$ cat config.mk
export PLATFORM = sky130hd
export DESIGN_NAME = pp_display_top
export DESIGN_NICKNAME = d
export VERILOG_FILES = /design/src/common/display_pkg.sv /design/src/common/pp_counter_pkg.sv /design/src/hw/pp_display_top.sv /design/src/display/scan_driver.sv /design/src/display/seg_encoder.sv /design/src/counter/pp_counter.sv /design/src/hw/tick_gen.sv /design/src/hw/button_conditioner.sv
export VERILOG_INCLUDE_DIRS = /design/src /design/src/common
export SDC_FILE = /design/constraint.sdc
export NUM_CORES = 1
export LEC_CHECK = 0
export BUFFER_PORTS_ARGS = -buffer_cell sky130_fd_sc_hd__buf_2
export CAP_MARGIN = 20
export CORE_UTILIZATION = 63
export DETAILED_ROUTE_END_ITERATION = 6
export PLACE_DENSITY = 0.87
export SLEW_MARGIN = 10
export SYNTH_ARGS = -nofsm -noshare
export SYNTH_HDL_FRONTEND = slang
export SYNTH_HIERARCHICAL = 1
export SYNTH_SLANG_ARGS = --single-unit
export TNS_END_PERCENT = 100
$ cat constraint.sdc
create_clock -name clk -period 4.55 [get_ports clk]
set_clock_uncertainty 0.2 [all_clocks]
set_input_delay 0.6825 -clock clk [delete_from_list [all_inputs] [get_ports clk]]
set_output_delay 0.6825 -clock clk [all_outputs]
set_load 0.02 [all_outputs]
$ cat src/common/pp_defines.svh
`ifndef PP_DEFINES_SVH
`define PP_DEFINES_SVH

// ********************
// Counter
// ********************

// Width of the count and of both bounds
`define PP_COUNT_W 4

// Clock cycles between two counter steps
`define PP_TICK_DIV 8

// ********************
// Button and display
// ********************

// Consecutive high samples before a press is accepted
`define PP_DEBOUNCE_LEN 4

// Clock cycles that each digit stays lit
`define PP_SCAN_DIV 2

`endif
$ cat src/common/display_pkg.sv
package display_pkg;

    // ********************
    // Display types
    // ********************

    // Segment pattern, active low
    // Segment a sits in the MSB, the decimal point in the LSB
    typedef logic [7:0] seg_t;

    // Digit anodes, active low, one-hot while a digit is lit
    typedef logic [3:0] anode_t;

    // Digit position, 3 is the leftmost digit
    typedef logic [1:0] digit_sel_t;

    // Patterns for all four digits
    typedef struct packed {
        seg_t d3;
        seg_t d2;
        seg_t d1;
        seg_t d0;
    } seg_frame_t;

    // Pins toward the display
    typedef struct packed {
        anode_t anode;
        seg_t   seg;
    } disp_drive_t;

    typedef enum logic {
        SCAN_BLANK,
        SCAN_RUN
    } scan_state_e;

endpackage

$ cat src/common/pp_counter_pkg.sv
`include "pp_defines.svh"

package pp_counter_pkg;

    // ********************
    // Counter types
    // ********************

    // Count value, also used for the min and max bounds
    typedef logic [`PP_COUNT_W-1:0] count_t;

    // Counter state as seen by the rest of the design
    // up is high while the counter climbs toward max
    typedef struct packed {
        count_t count;
        logic   up;
    } pp_status_t;

endpackage

$ cat src/hw/pp_display_top.sv
`timescale 1ns/1ps
`include "pp_defines.svh"

module pp_display_top (
    input  logic                       clk,
    input  logic                       rst_n,
    input  logic                       enable,
    input  logic                       flip_btn,
    input  pp_counter_pkg::count_t     max_val,
    input  pp_counter_pkg::count_t     min_val,
    output pp_counter_pkg::pp_status_t status,
    output display_pkg::disp_drive_t   drive
);

    logic                    flip_pulse;
    logic                    tick;
    display_pkg::seg_frame_t frame;

    // ********************
    // Counter side
    // ********************

    button_conditioner u_button_conditioner (
        .clk   (clk),
        .rst_n (rst_n),
        .btn   (flip_btn),
        .press (flip_pulse)
    );

    tick_gen #(
        .TICK_DIV (`PP_TICK_DIV)
    ) u_tick_gen (
        .clk   (clk),
        .rst_n (rst_n),
        .tick  (tick)
    );

    pp_counter u_pp_counter (
        .clk     (clk),
        .rst_n   (rst_n),
        .enable  (enable),
        .tick    (tick),
        .flip    (flip_pulse),
        .max_val (max_val),
        .min_val (min_val),
        .status  (status)
    );

    // ********************
    // Display side
    // ********************

    seg_encoder u_seg_encoder (
        .status (status),
        .frame  (frame)
    );

    scan_driver #(
        .SCAN_DIV (`PP_SCAN_DIV)
    ) u_scan_driver (
        .clk   (clk),
        .rst_n (rst_n),
        .frame (frame),
        .drive (drive)
    );

endmodule

$ cat src/display/scan_driver.sv
`timescale 1ns/1ps
`include "pp_defines.svh"

module scan_driver #(
    parameter int SCAN_DIV = `PP_SCAN_DIV
) (
    input  logic                     clk,
    input  logic                     rst_n,
    input  display_pkg::seg_frame_t  frame,
    output display_pkg::disp_drive_t drive
);

    localparam int DWELL_W = (SCAN_DIV > 1) ? $clog2(SCAN_DIV) : 1;
    localparam logic [DWELL_W-1:0] DWELL_LAST = DWELL_W'(SCAN_DIV - 1);

    display_pkg::scan_state_e state_q;
    logic [DWELL_W-1:0]       dwell_q;
    display_pkg::digit_sel_t  sel_q;
    display_pkg::anode_t      anode;
    display_pkg::seg_t        seg;

    // Anode and pattern for the selected position
    always_comb begin
        case (sel_q)
            2'd3: begin
                anode = 4'b0111;
                seg   = frame.d3;
            end
            2'd2: begin
                anode = 4'b1011;
                seg   = frame.d2;
            end
            2'd1: begin
                anode = 4'b1101;
                seg   = frame.d1;
            end
            default: begin
                anode = 4'b1110;
                seg   = frame.d0;
            end
        endcase
    end

    // Scan runs from the leftmost digit to the right
    always_ff @(posedge clk) begin
        if (!rst_n) begin
            state_q <= display_pkg::SCAN_BLANK;
            dwell_q <= '0;
            sel_q   <= 2'd3;
            drive   <= '1;
        end else begin
            case (state_q)
                display_pkg::SCAN_BLANK: begin
                    state_q <= display_pkg::SCAN_RUN;
                end
                display_pkg::SCAN_RUN: begin
                    drive.anode <= anode;
                    drive.seg   <= seg;
                    if (dwell_q == DWELL_LAST) begin
                        dwell_q <= '0;
                        sel_q   <= sel_q - 1'b1;
                    end else begin
                        dwell_q <= dwell_q + 1'b1;
                    end
                end
            endcase
        end
    end

endmodule

$ cat src/display/seg_encoder.sv
`timescale 1ns/1ps

module seg_encoder (
    input  pp_counter_pkg::pp_status_t status,
    output display_pkg::seg_frame_t    frame
);

    localparam display_pkg::seg_t SEG_UP   = 8'b0011_1011;
    localparam display_pkg::seg_t SEG_DOWN = 8'b1100_0111;
    localparam pp_counter_pkg::count_t TEN = pp_counter_pkg::count_t'(10);

    // Decimal digit to segments, anything above 9 stays dark
    function automatic display_pkg::seg_t digit_pattern(input pp_counter_pkg::count_t value);
        display_pkg::seg_t pattern;
        case (value)
            4'd0:    pattern = 8'b0000_0011;
            4'd1:    pattern = 8'b1001_1111;
            4'd2:    pattern = 8'b0010_0101;
            4'd3:    pattern = 8'b0000_1101;
            4'd4:    pattern = 8'b1001_1001;
            4'd5:    pattern = 8'b0100_1001;
            4'd6:    pattern = 8'b0100_0001;
            4'd7:    pattern = 8'b0001_1111;
            4'd8:    pattern = 8'b0000_0001;
            4'd9:    pattern = 8'b0000_1001;
            default: pattern = 8'b1111_1111;
        endcase
        return pattern;
    endfunction

    logic                   tens;
    pp_counter_pkg::count_t ones;

    always_comb begin
        tens = (status.count >= TEN);
        ones = tens ? status.count - TEN : status.count;
    end

    // ********************
    // Frame
    // ********************
    always_comb begin
        frame.d3 = digit_pattern(pp_counter_pkg::count_t'(tens));
        frame.d2 = digit_pattern(ones);
        // Both right digits show the direction arrow
        frame.d1 = status.up ? SEG_UP : SEG_DOWN;
        frame.d0 = status.up ? SEG_UP : SEG_DOWN;
    end

endmodule

$ cat src/counter/pp_counter.sv
`timescale 1ns/1ps

module pp_counter (
    input  logic                       clk,
    input  logic                       rst_n,
    input  logic                       enable,
    input  logic                       tick,
    input  logic                       flip,
    input  pp_counter_pkg::count_t     max_val,
    input  pp_counter_pkg::count_t     min_val,
    output pp_counter_pkg::pp_status_t status
);

    pp_counter_pkg::pp_status_t status_d;
    logic                       pending_q;
    logic                       pending;
    logic                       hold;
    logic                       step;

    // A press in the same cycle as the tick already counts
    assign pending = pending_q | flip;

    assign hold = (status.count > max_val) || (status.count < min_val) ||
                  (max_val == min_val);

    // ********************
    // Next count
    // ********************
    always_comb begin
        status_d = status;
        step     = ~hold;
        if (!hold) begin
            if (status.count == max_val && status.up) begin
                status_d.count = status.count - 1'b1;
                status_d.up    = 1'b0;
            end else if (status.count == min_val && !status.up) begin
                status_d.count = status.count + 1'b1;
                status_d.up    = 1'b1;
            end else begin
                status_d.count = status.up ? status.count + 1'b1 : status.count - 1'b1;
                // An early flip takes effect from the following step on
                status_d.up    = status.up ^ pending;
            end
        end
    end

    always_ff @(posedge clk) begin
        if (!rst_n) begin
            status.count <= min_val;
            status.up    <= 1'b1;
            pending_q    <= 1'b0;
        end else if (tick && enable) begin
            status    <= status_d;
            pending_q <= pending & ~step;
        end else begin
            pending_q <= pending;
        end
    end

endmodule

$ cat src/hw/tick_gen.sv
`timescale 1ns/1ps
`include "pp_defines.svh"

module tick_gen #(
    parameter int TICK_DIV = `PP_TICK_DIV
) (
    input  logic clk,
    input  logic rst_n,
    output logic tick
);

    localparam int CNT_W = (TICK_DIV > 1) ? $clog2(TICK_DIV) : 1;
    localparam logic [CNT_W-1:0] CNT_LAST = CNT_W'(TICK_DIV - 1);

    logic [CNT_W-1:0] cnt_q;

    always_ff @(posedge clk) begin
        if (!rst_n) begin
            cnt_q <= '0;
        end else if (tick) begin
            cnt_q <= '0;
        end else begin
            cnt_q <= cnt_q + 1'b1;
        end
    end

    // Strobe in the last cycle of each period
    assign tick = (cnt_q == CNT_LAST);

endmodule

$ cat src/hw/button_conditioner.sv
`timescale 1ns/1ps
`include "pp_defines.svh"

module button_conditioner (
    input  logic clk,
    input  logic rst_n,
    input  logic btn,
    output logic press
);

    localparam int LEN = `PP_DEBOUNCE_LEN;

    logic [LEN-1:0] samples_q;
    logic           level;
    logic           level_q;

    // Newest sample enters at bit 0
    always_ff @(posedge clk) begin
        if (!rst_n) begin
            samples_q <= '0;
            level_q   <= 1'b0;
        end else begin
            samples_q <= {samples_q[LEN-2:0], btn};
            level_q   <= level;
        end
    end

    // The button counts as pressed only after LEN high samples in a row
    assign level = &samples_q;

    // One pulse per press, however long the button is held
    assign press = level & ~level_q;

endmodule

### Yosys cells after proc, flatten, opt, wreduce, memory -nomap -nowiden

Memory sizes are Yosys's and may differ from the RTL's.
Cells that the tools add are included.

* output and inout bits: 17
* bits in registers: 30
* logic and storage cells: 63
* input port bits: 12
* memories kept: 1
* bits in read-only memories: 112

* bitwise logic cells: 8
* reductions and logical operators: 11
* $lt $le $gt $ge: 3
* equality and inequality tests: 9
* mux-type cells: 14
* add/sub/neg operators: 6

Memory list
* (name not given): words 16, width 7, rd ports 1, clocked after Yosys merged registers in 0, wr ports 0, line seg_encoder.sv:15 `case (value)`

Operator list (count)
* $pmux 8 s2: 2
* $mux 5: 5
* $eq 4x4->1: 3
* $pmux 4 s3: 1
* $mux 4: 2
* $mux 8: 1
* $reduce_and 2->1: 3
* $add 4x1->4 const B: 1
* $eq 2x2->1 const B: 2
* $ge 4x4->1 const B: 1
* $gt 4x4->1: 1
* $lt 4x4->1: 1
* $not 1->1: 4
* $reduce_and 4->1: 1
* $sub 4x1->4 const B: 1
* $sub 4x4->4 const B: 1
* $add 3x1->3 const B: 1
* $eq 3x3->1 const B: 1
* $logic_and 1x1->1: 3
* $mux 1: 3
* $and 1x1->1: 2
* $eq 2x1->1 const B: 1
* $logic_or 1x1->1: 2
* $ne 2x1->1 const B: 1
* other kinds (7): 7

### Depth between registers and ports, before layout

Gate-level depths: netlist of run 1.

* depth in word-level cells: 9
* depth in mapped cells: 11
* depth with buffers taken out: 10

### Cells and area by module

The synthesis of run 1 kept the hierarchy.

By module, submodules not included
* scan_driver: sequential area each 320.3 sq um, area each 827.0 sq um, times used 1, cells an instance 90
* pp_counter: sequential area each 160.2 sq um, area each 588.1 sq um, times used 1, cells an instance 65
* seg_encoder: sequential area each 0.0 sq um, area each 580.6 sq um, times used 1, cells an instance 82
* button_conditioner: sequential area each 100.1 sq um, area each 143.9 sq um, times used 1, cells an instance 13
* tick_gen: sequential area each 60.1 sq um, area each 115.1 sq um, times used 1, cells an instance 8

### Least setup slack after synthesis of run 1

OpenSTA, ideal clock, no wires.

* kind: reg-to-reg
* start point: register, netlist name u_pp_counter/status[2]
* end point: register, netlist name u_scan_driver/drive[7]
* setup slack: 1956 ps
* cell stages (with the launch flop): 11
* library setup time: 129 ps
* data arrival time: 2266 ps
* required time: 4221 ps
* clock period less this slack: 2594 ps
* path buffers: 2
* path through: edfxtp_1 buf_4 inv_1 ha_1 buf_2 and4b_1 a211oi_2 o21ai_1 a222oi_1 and2_1 o221ai_2

==> results by group, run 1 <==
Outcome
  • Status: finished, final reports clean

Clock tree
  • Hold_buf cts: 0
  • CTS Buffer Depth: 2
  • Root Driver: clkbuf_4
  • CTS H-tree lvls: 2
  • CTS tree: done
  • Clock sinks: 30
  • Post-CTS sizing: 0
  • Total CTS buffers: 5
  • Setup bufs post-CTS: 0
  • Clk Latency, worst-skew pair: 0.32 ns
  • Clock transition at path regs: about 0.11 ns

Floorplan
  • Core area: 3390 µm²
  • Die Width: 61.8 µm
  • Die footprint: 3820 µm²
  • Initial Utilization: 66.5%
  • I/O pin cnt: 29
  • Die height: slightly above 60 µm
  • Placement Rows: 21

Worst setup path
  • FF-to-FF End: u_scan_driver/drive[7]
  • CP Cell Sequence: inv_1 > ha_1 > and4b_1 > a211oi_2 > o21ai_1 > a222oi_1 > and2_1 > o221ai_2
  • CP required: around 4.6 ns
  • Kind of critical path: register to register
  • CP max stage delay: approximately 0.68 ns
  • Worst Setup Start Kind: register
  • Critical path data arrival time: between 2 and 3 ns
  • Crit Reg-Reg Startpoint: u_pp_counter/status[2]
  • FF-to-FF setup slack: 1.71 ns
  • R2R depth: 8
  • Max FO, Critical Path: 18
  • Slowest cell on the critical path: edfxtp_1
  • Setup crit end kind: register

Finish
  • Layout cell share with drive strength beyond 1: between 10% and 20%
  • Multi-input gate area: 1250 µm²
  • Nets: 294
  • # diodes: 0
  • P&R area growth vs syn: 0.167%
  • Fill cell count: 272
  • Seq. cell area: 641 µm²
  • Final instance area: 2260 µm²
  • Commonest cells after routing, fill and taps aside: buf_2, inv_1, dfxtp_1, ha_1, nand2_1
  • Non-Filler Instances: 309

Drt
  • Avg WL per Cell: 13.8 µm
  • Vias: approximately 1800
  • Avg Vias per Cell: 5.71
  • Drt pass-1 iters: 7
  • Routed Antenna Nets: 0
  • Top Layer Used: met4
  • # DRC: 0
  • Wire length on met1: ~1.9 mm
  • WL met3: 188 µm
  • Routed WL: 4.26 mm
  • Iteration-0 DRC Markers: 117
  • Wire length on met2: ~2.1 mm

Synth
  • Largest cells by area after synthesis: dfxtp_1, ha_1, buf_4
  • Synthesis Warnings: 6
  • Ys async rst share: 0%
  • Sequential-to-total area share from yosys stat: 28.4%
  • Yosys top cell area share: 23.1%
  • Cell Area, Synth: ~2300 µm²
  • EDFF count, synth: 4
  • Syn avg cell area: 8.74 µm²
  • Synth area leader: dfxtp_1
  • Post-synth cell types: 49
  • Commonest register cell after synthesis: dfxtp_1
  • Yosys reg bits: 30
  • Post-Synthesis Cells: 258

Timing
  • RSZ-0062 raised after global routing: false
  • Fmax: roughly 350 MHz
  • Total Neg Setup Slack: 0 ns
  • Slew Limit Fails: 0
  • Final setup fails: 0
  • Fin crit share: 62.4%
  • Tmin final: 2.84 ns
  • Worst Max-Slew Pin Slew: slightly above 0.8 ns
  • Slew Limit Headroom: 44.7%
  • Endpoints failing hold: 0

Place
  • Post-place instance area: 2200 µm²
  • Cell count after placement: 301
  • Port Buffers: 28
  • Final HPWL DP: between 3 and 4 mm
  • Final GP Congestion: 0.850

Worst hold path
  • Hold path startpoint: u_tick_gen/cnt_q[0]
  • Hold EP: u_tick_gen/cnt_q[0]
  • Worst hold path stage count: 1
  • Min-Delay Path Class: register to register

GRT
  • Initial antenna violation count: 0
  • Gr ovfl total: 0
  • Vias in the first global route: about 1500
  • Largest net degree at the start of global routing: 32
  • First-pass GRT wire length: 6.93 mm
  • Total GRT Usage: 25.0%

Flow run
  • Max Cap Viol: 0

Power
  • Total Power: 661 µW
  • PwrDens: 293 nW/µm²
  • Maximum VDD drop: between 0.0003 and 0.0004 V
  • Leak Pwr: approximately 1.1 nW
[worst max-delay path by stage]
stage | start | end | slack (ns) | depth (start not counted)
CTS | u_pp_counter/status[2] | u_scan_driver/drive[7] | 1.72 | 8
detailed placement | u_pp_counter/status[2] | u_scan_driver/drive[7] | 1.72 | 8
floorplan | u_pp_counter/status[2] | u_scan_driver/drive[7] | 1.96 | 10
global placement | max_val[2] | u_pp_counter/status[3] | 1.84 | 8
finish | u_pp_counter/status[2] | u_scan_driver/drive[7] | 1.71 | 8
global route | u_pp_counter/status[2] | u_scan_driver/drive[7] | 1.55 | 8
[power breakdown]
part | switching (mW) | total [mW] | internal (mW)
registers | 0.0228 | 0.309 | 0.286
clock network | 0.0959 | 0.171 | 0.0747
logic | 0.101 | 0.181 | 0.0801
[metrics by stage]
stage | hold WS (ns) | setup slack [ns] | utilization [%]
after floorplan | 0.219 | 1.96 | -
after global placement | 0.235 | 1.84 | 64.8
after detailed placement | 0.241 | 1.72 | 64.8
after CTS | 0.255 | 1.72 | 66.6
after global routing | 0.274 | 1.55 | 66.6
final | 0.248 | 1.71 | 66.6
[worst max-delay path, delay by kind of cell (launching register included)]
kind            cells  cell delay [ns]
compound gates      4             0.73
simple gates        2             0.47
fa+ha+maj           1             0.46
buf+inv             1             0.19
flops               1             0.68
[logic make-up (layout without fill, tap and decap cells)]
group	Yosys count	in the layout	share of synthesized area, %
other cells	2	9	0.333
simple gates	63	63	15.9
buf+inv	66	64	17.2
compound gates	64	64	21.9
flops	30	30	28.4
xor+xnor	10	10	3.88
fa+ha+maj	20	20	11.1
mux	3	3	1.33
[Yosys cell counts, types with 2 or more instances]
library cell  count
o21ai_0          15
and2_1           13
nand2b_1          3
a21oi_1           8
dfxtp_1          26
o211ai_1          3
inv_1            28
buf_2             7
nand2_1          17
and3b_1           2
and4b_1           3
mux2i_1           3
xor2_1            3
nor2b_1           3
nor2_1            7
conb_1            2
o221ai_1          5
o21ai_1           2
a222oi_1          8
buf_4            25
a2bb2oi_1         2
ha_1             20
a21o_1            2
xnor2_1           7
or3_1             2
o22ai_1           4
buf_6             5
edfxtp_1          4
nand3_1           3
o21a_1            2
o221ai_2          4
nand4_1           3
[final cells by class]
class | count | area share [%]
inverters | 28 | 4.65
clock buffers | 6 | 2.27
well taps | 46 | 2.55
repair buffers | 28 | 6.20
multi-input cells | 169 | 55.5
clock inverters | 2 | 0.499
flip-flops and latches | 30 | 28.4
[state kept, by name (all words and copies together), names as in the netlist]
| signal | count |
|---|---|
| u_scan_driver/drive | 12 |
| u_pp_counter/status | 5 |
| u_button_conditioner/samples_q | 4 |
| u_tick_gen/cnt_q | 3 |
| u_scan_driver/sel_q | 2 |
| u_button_conditioner/level_q | 1 |
| u_pp_counter/pending_q | 1 |
| u_scan_driver/dwell_q | 1 |
| u_scan_driver/state_q | 1 |
[metal layers]
layer / vias up / track usage (%)
li1: 885 / -
met1: 823 / 34.4
met2: 49 / 38.2
met3: 6 / 6.83
met4: 0 / 7.62
met5: - / 0
No activity file was read; power rests on OpenSTA's default activity.
==> run 2: changes to the inputs <==
--- a/config.mk
+++ b/config.mk
@@ -6,11 +6,12 @@
 export SDC_FILE = /design/constraint.sdc
 export NUM_CORES = 1
 export LEC_CHECK = 0
+export ABC_AREA = 1
 export BUFFER_PORTS_ARGS = -buffer_cell sky130_fd_sc_hd__buf_2
 export CAP_MARGIN = 20
-export CORE_UTILIZATION = 63
+export CORE_UTILIZATION = 53
 export DETAILED_ROUTE_END_ITERATION = 6
-export PLACE_DENSITY = 0.87
+export PLACE_DENSITY = 0.78
 export SLEW_MARGIN = 10
 export SYNTH_ARGS = -nofsm -noshare
 export SYNTH_HDL_FRONTEND = slang
==> constraint.sdc (replaced) <==
create_clock -name clk -period 2.4 [get_ports clk]
set_clock_uncertainty 0.2 [all_clocks]
set_input_delay 0.36 -clock clk [delete_from_list [all_inputs] [get_ports clk]]
set_output_delay 0.36 -clock clk [all_outputs]
set_load 0.02 [all_outputs]
==> results by group, run 2 <==
Synth
  • Cell Area, Synth: 2270 µm²
  • EDFF count, synth: 4
  • Syn avg cell area: 6.54 µm²
  • Sequential-to-total area share from yosys stat: 28.2%
  • Synthesis Warnings: 6
  • Commonest register cell after synthesis: dfxtp_1
  • Yosys top cell area share: 22.9%
  • Xor and xnor area share after synthesis: 1.16%
  • Post-Synthesis Cells: 347
  • Most frequent cells after synthesis: nand2_1, inv_1, nor2_1
  • Yosys reg bits: 30
  • Ys async rst share: 0%
  • Synth area leader: dfxtp_1
  • Compound-Gate Fraction of Synth Area: about a tenth
  • Synth Area in Simple Gates: 31.5%
  • Synth Area in Adders: 11.0%
  • Post-synthesis mux area share: 0%
  • Most common cell in the netlist: nand2_1
  • Largest cells by area after synthesis: dfxtp_1, nand2_1, ha_1
  • Post-synth cell types: 30
  • Main combinational cell family by area after synthesis: simple AND/OR/NAND/NOR gates

Worst setup path
  • Max FO, Critical Path: 10
  • Kind of critical path: register to register
  • CP required: 2.37 ns
  • R2R depth: 12
  • FF-to-FF setup slack: 0.27 ns
  • Critical path data arrival time: 2.09 ns
  • Crit path from: u_pp_counter/status[2]
  • Worst Setup Start Kind: register
  • FF-to-FF End: u_scan_driver/drive[3]
  • Crit Reg-Reg Startpoint: u_pp_counter/status[2]
  • Setup crit end kind: register
  • Setup crit end: u_scan_driver/drive[3]

Finish
  • Fin util: 58.5%
  • # diodes: 0
  • Number of flip-flops in the largest register: 12
  • P&R area growth vs syn: 4.52%
  • Layout cell share with drive strength beyond 1: 14.7%
  • Seq. cell area: about 640 µm²
  • Final instance area: 2370 µm²
  • Largest registers: u_scan_driver/drive: 12 flops, u_pp_counter/status: 5 flops, u_button_conditioner/samples_q: 4 flops
  • Nets: slightly below 400
  • Commonest non-fill, non-tap cell in the layout: nand2_1
  • Fill cell count: slightly below 400
  • Most flops, register: u_scan_driver/drive
  • Commonest cells after routing, fill and taps aside: nand2_1, inv_1, nor2_1, buf_2, dfxtp_1
  • Multi-input gate area: 1240 µm²
  • Non-Filler Instances: 411

Outcome
  • Status: finished, final reports clean

GRT
  • First-pass GRT wire length: 6.79 mm
  • Largest net degree at the start of global routing: 25
  • Vias in the first global route: 1639
  • Gr ovfl total: 0
  • Initial antenna violation count: 0
  • Total GRT Usage: 19.8%

Drt
  • Iteration-0 DRC Markers: between 100 and 150
  • Routed Antenna Nets: 0
  • Avg Vias per Cell: 4.76
  • Avg WL per Cell: 9.62 µm
  • Routed WL: 3.95 mm
  • Vias: 1955
  • # DRC: 0
  • Drt pass-1 iters: 6

Floorplan
  • Core area: just over 4000 µm²
  • I/O pin cnt: 29
  • Initial Utilization: 55.9%
  • Die Width: about 67 µm
  • Die footprint: 4550 µm²
  • Placement Rows: 23
  • Die height: 67.4 µm

Timing
  • Total Neg Setup Slack: 0 ns
  • Endpoints failing hold: 0
  • Hold_ws: 0.0614 ns
  • Fmax: 470 MHz
  • Fin crit share: 88.6%
  • Final setup fails: 0
  • Final worst setup slack: ~0.27 ns
  • Slew Limit Fails: 0
  • RSZ-0062 raised after global routing: false
  • Tmin final: between 2 and 2.5 ns

Power
  • Total Power: between 1 and 1.5 mW
  • Maximum VDD drop: 0.000460 V
  • PwrDens: 556 nW/µm²
  • Leak Pwr: 1.39 nW

Clock tree
  • CTS tree: done
  • Clock transition at path regs: 0.06 ns
  • Root Driver: clkbuf_8
  • Post-CTS sizing: 0
  • Setup bufs post-CTS: 0
  • Hold_buf cts: 0
  • Clock sinks: 30
  • CTS H-tree lvls: 2
  • Clk Latency, worst-skew pair: ~0.28 ns
  • Total CTS buffers: 5
  • CTS Buffer Depth: 2

Worst hold path
  • Min-Delay Path Class: input port to register
  • Worst hold path stage count: 3

Place
  • Post-place instance area: 2280 µm²
  • Port Buffers: 28
  • Final GP Congestion: 0.813
  • Worst slack, placed: 0.289 ns
  • Cell count after placement: 403
  • Final HPWL DP: 3.01 mm

Flow run
  • Max Cap Viol: 0
[run 2: cell types whose count changed in the layout (fill, tap and decap cells not counted), sizes merged, moves of 9 or more]
cell	change
a21oi	+12
and2	-14
inv	+17
nand2	+106
nand3	+9
nor2	+25
o221ai	-9
[run 2: per-layer routing]
layer / GRT usage [%] / share of wire, % / vias up
met5: 0 / 0 / -
met4: 4.52 / 0.20 / 0
met3: 6.08 / 4.0 / 2
met2: 33.9 / 50 / 34
met1: 24.2 / 46 / 853
li1: - / - / 1066
[run 2: critical path: stages, from the launching register on]
cell      delay, ns
edfxtp_1       0.53
inv_1          0.12
ha_1           0.30
nand2_1        0.15
nand2_4        0.10
nand2_1        0.06
nand2_1        0.04
o21ai_1        0.13
inv_1          0.05
nand2_1        0.06
nand2_1        0.05
o21ai_1        0.16
nand2_1        0.07
[run 2: how the worst min path moves through the flow]
stage | startpoint | end | slack [ns]
4_1_cts | flip_btn | u_button_conditioner/samples_q[0] | 0.05
3_3_place_gp | u_tick_gen/cnt_q[0] | u_tick_gen/cnt_q[0] | 0.21
6_report | flip_btn | u_button_conditioner/samples_q[0] | 0.06
2_1_floorplan | rst_n | u_scan_driver/state_q | 0.19
5_1_grt | flip_btn | u_button_conditioner/samples_q[0] | 0.04
3_5_place_dp | u_tick_gen/cnt_q[0] | u_tick_gen/cnt_q[0] | 0.22
[run 2: final cells by class]
type / count / share of cell area, %
Inverter: 46 / 7.38
Clock inverter: 2 / 0.527
Tap cell: 50 / 2.64
Multi-Input combinational cell: 247 / 52.4
Timing Repair Buffer: 30 / 6.54
Sequential cell: 30 / 27.0
Clock buffer: 6 / 3.48
[run 2: where the power goes]
group | switching (mW) | internal (mW) | total (mW)
clock | 0.181 | 0.230 | 0.411
sequential | 0.0229 | 0.543 | 0.566
combinational | 0.218 | 0.124 | 0.341
total | 0.422 | 0.896 | 1.32
[run 2: kinds of logic (layout without fill, tap and decap cells)]
group,after synthesis,count (layout)
AND/OR/NAND/NOR,174,174
buffers and inverters,77,84
AO/OA/AOI/OAI,41,41
flip-flops,30,30
adder cells (fa/ha/maj),20,20
XOR/XNOR,3,3
other,2,9
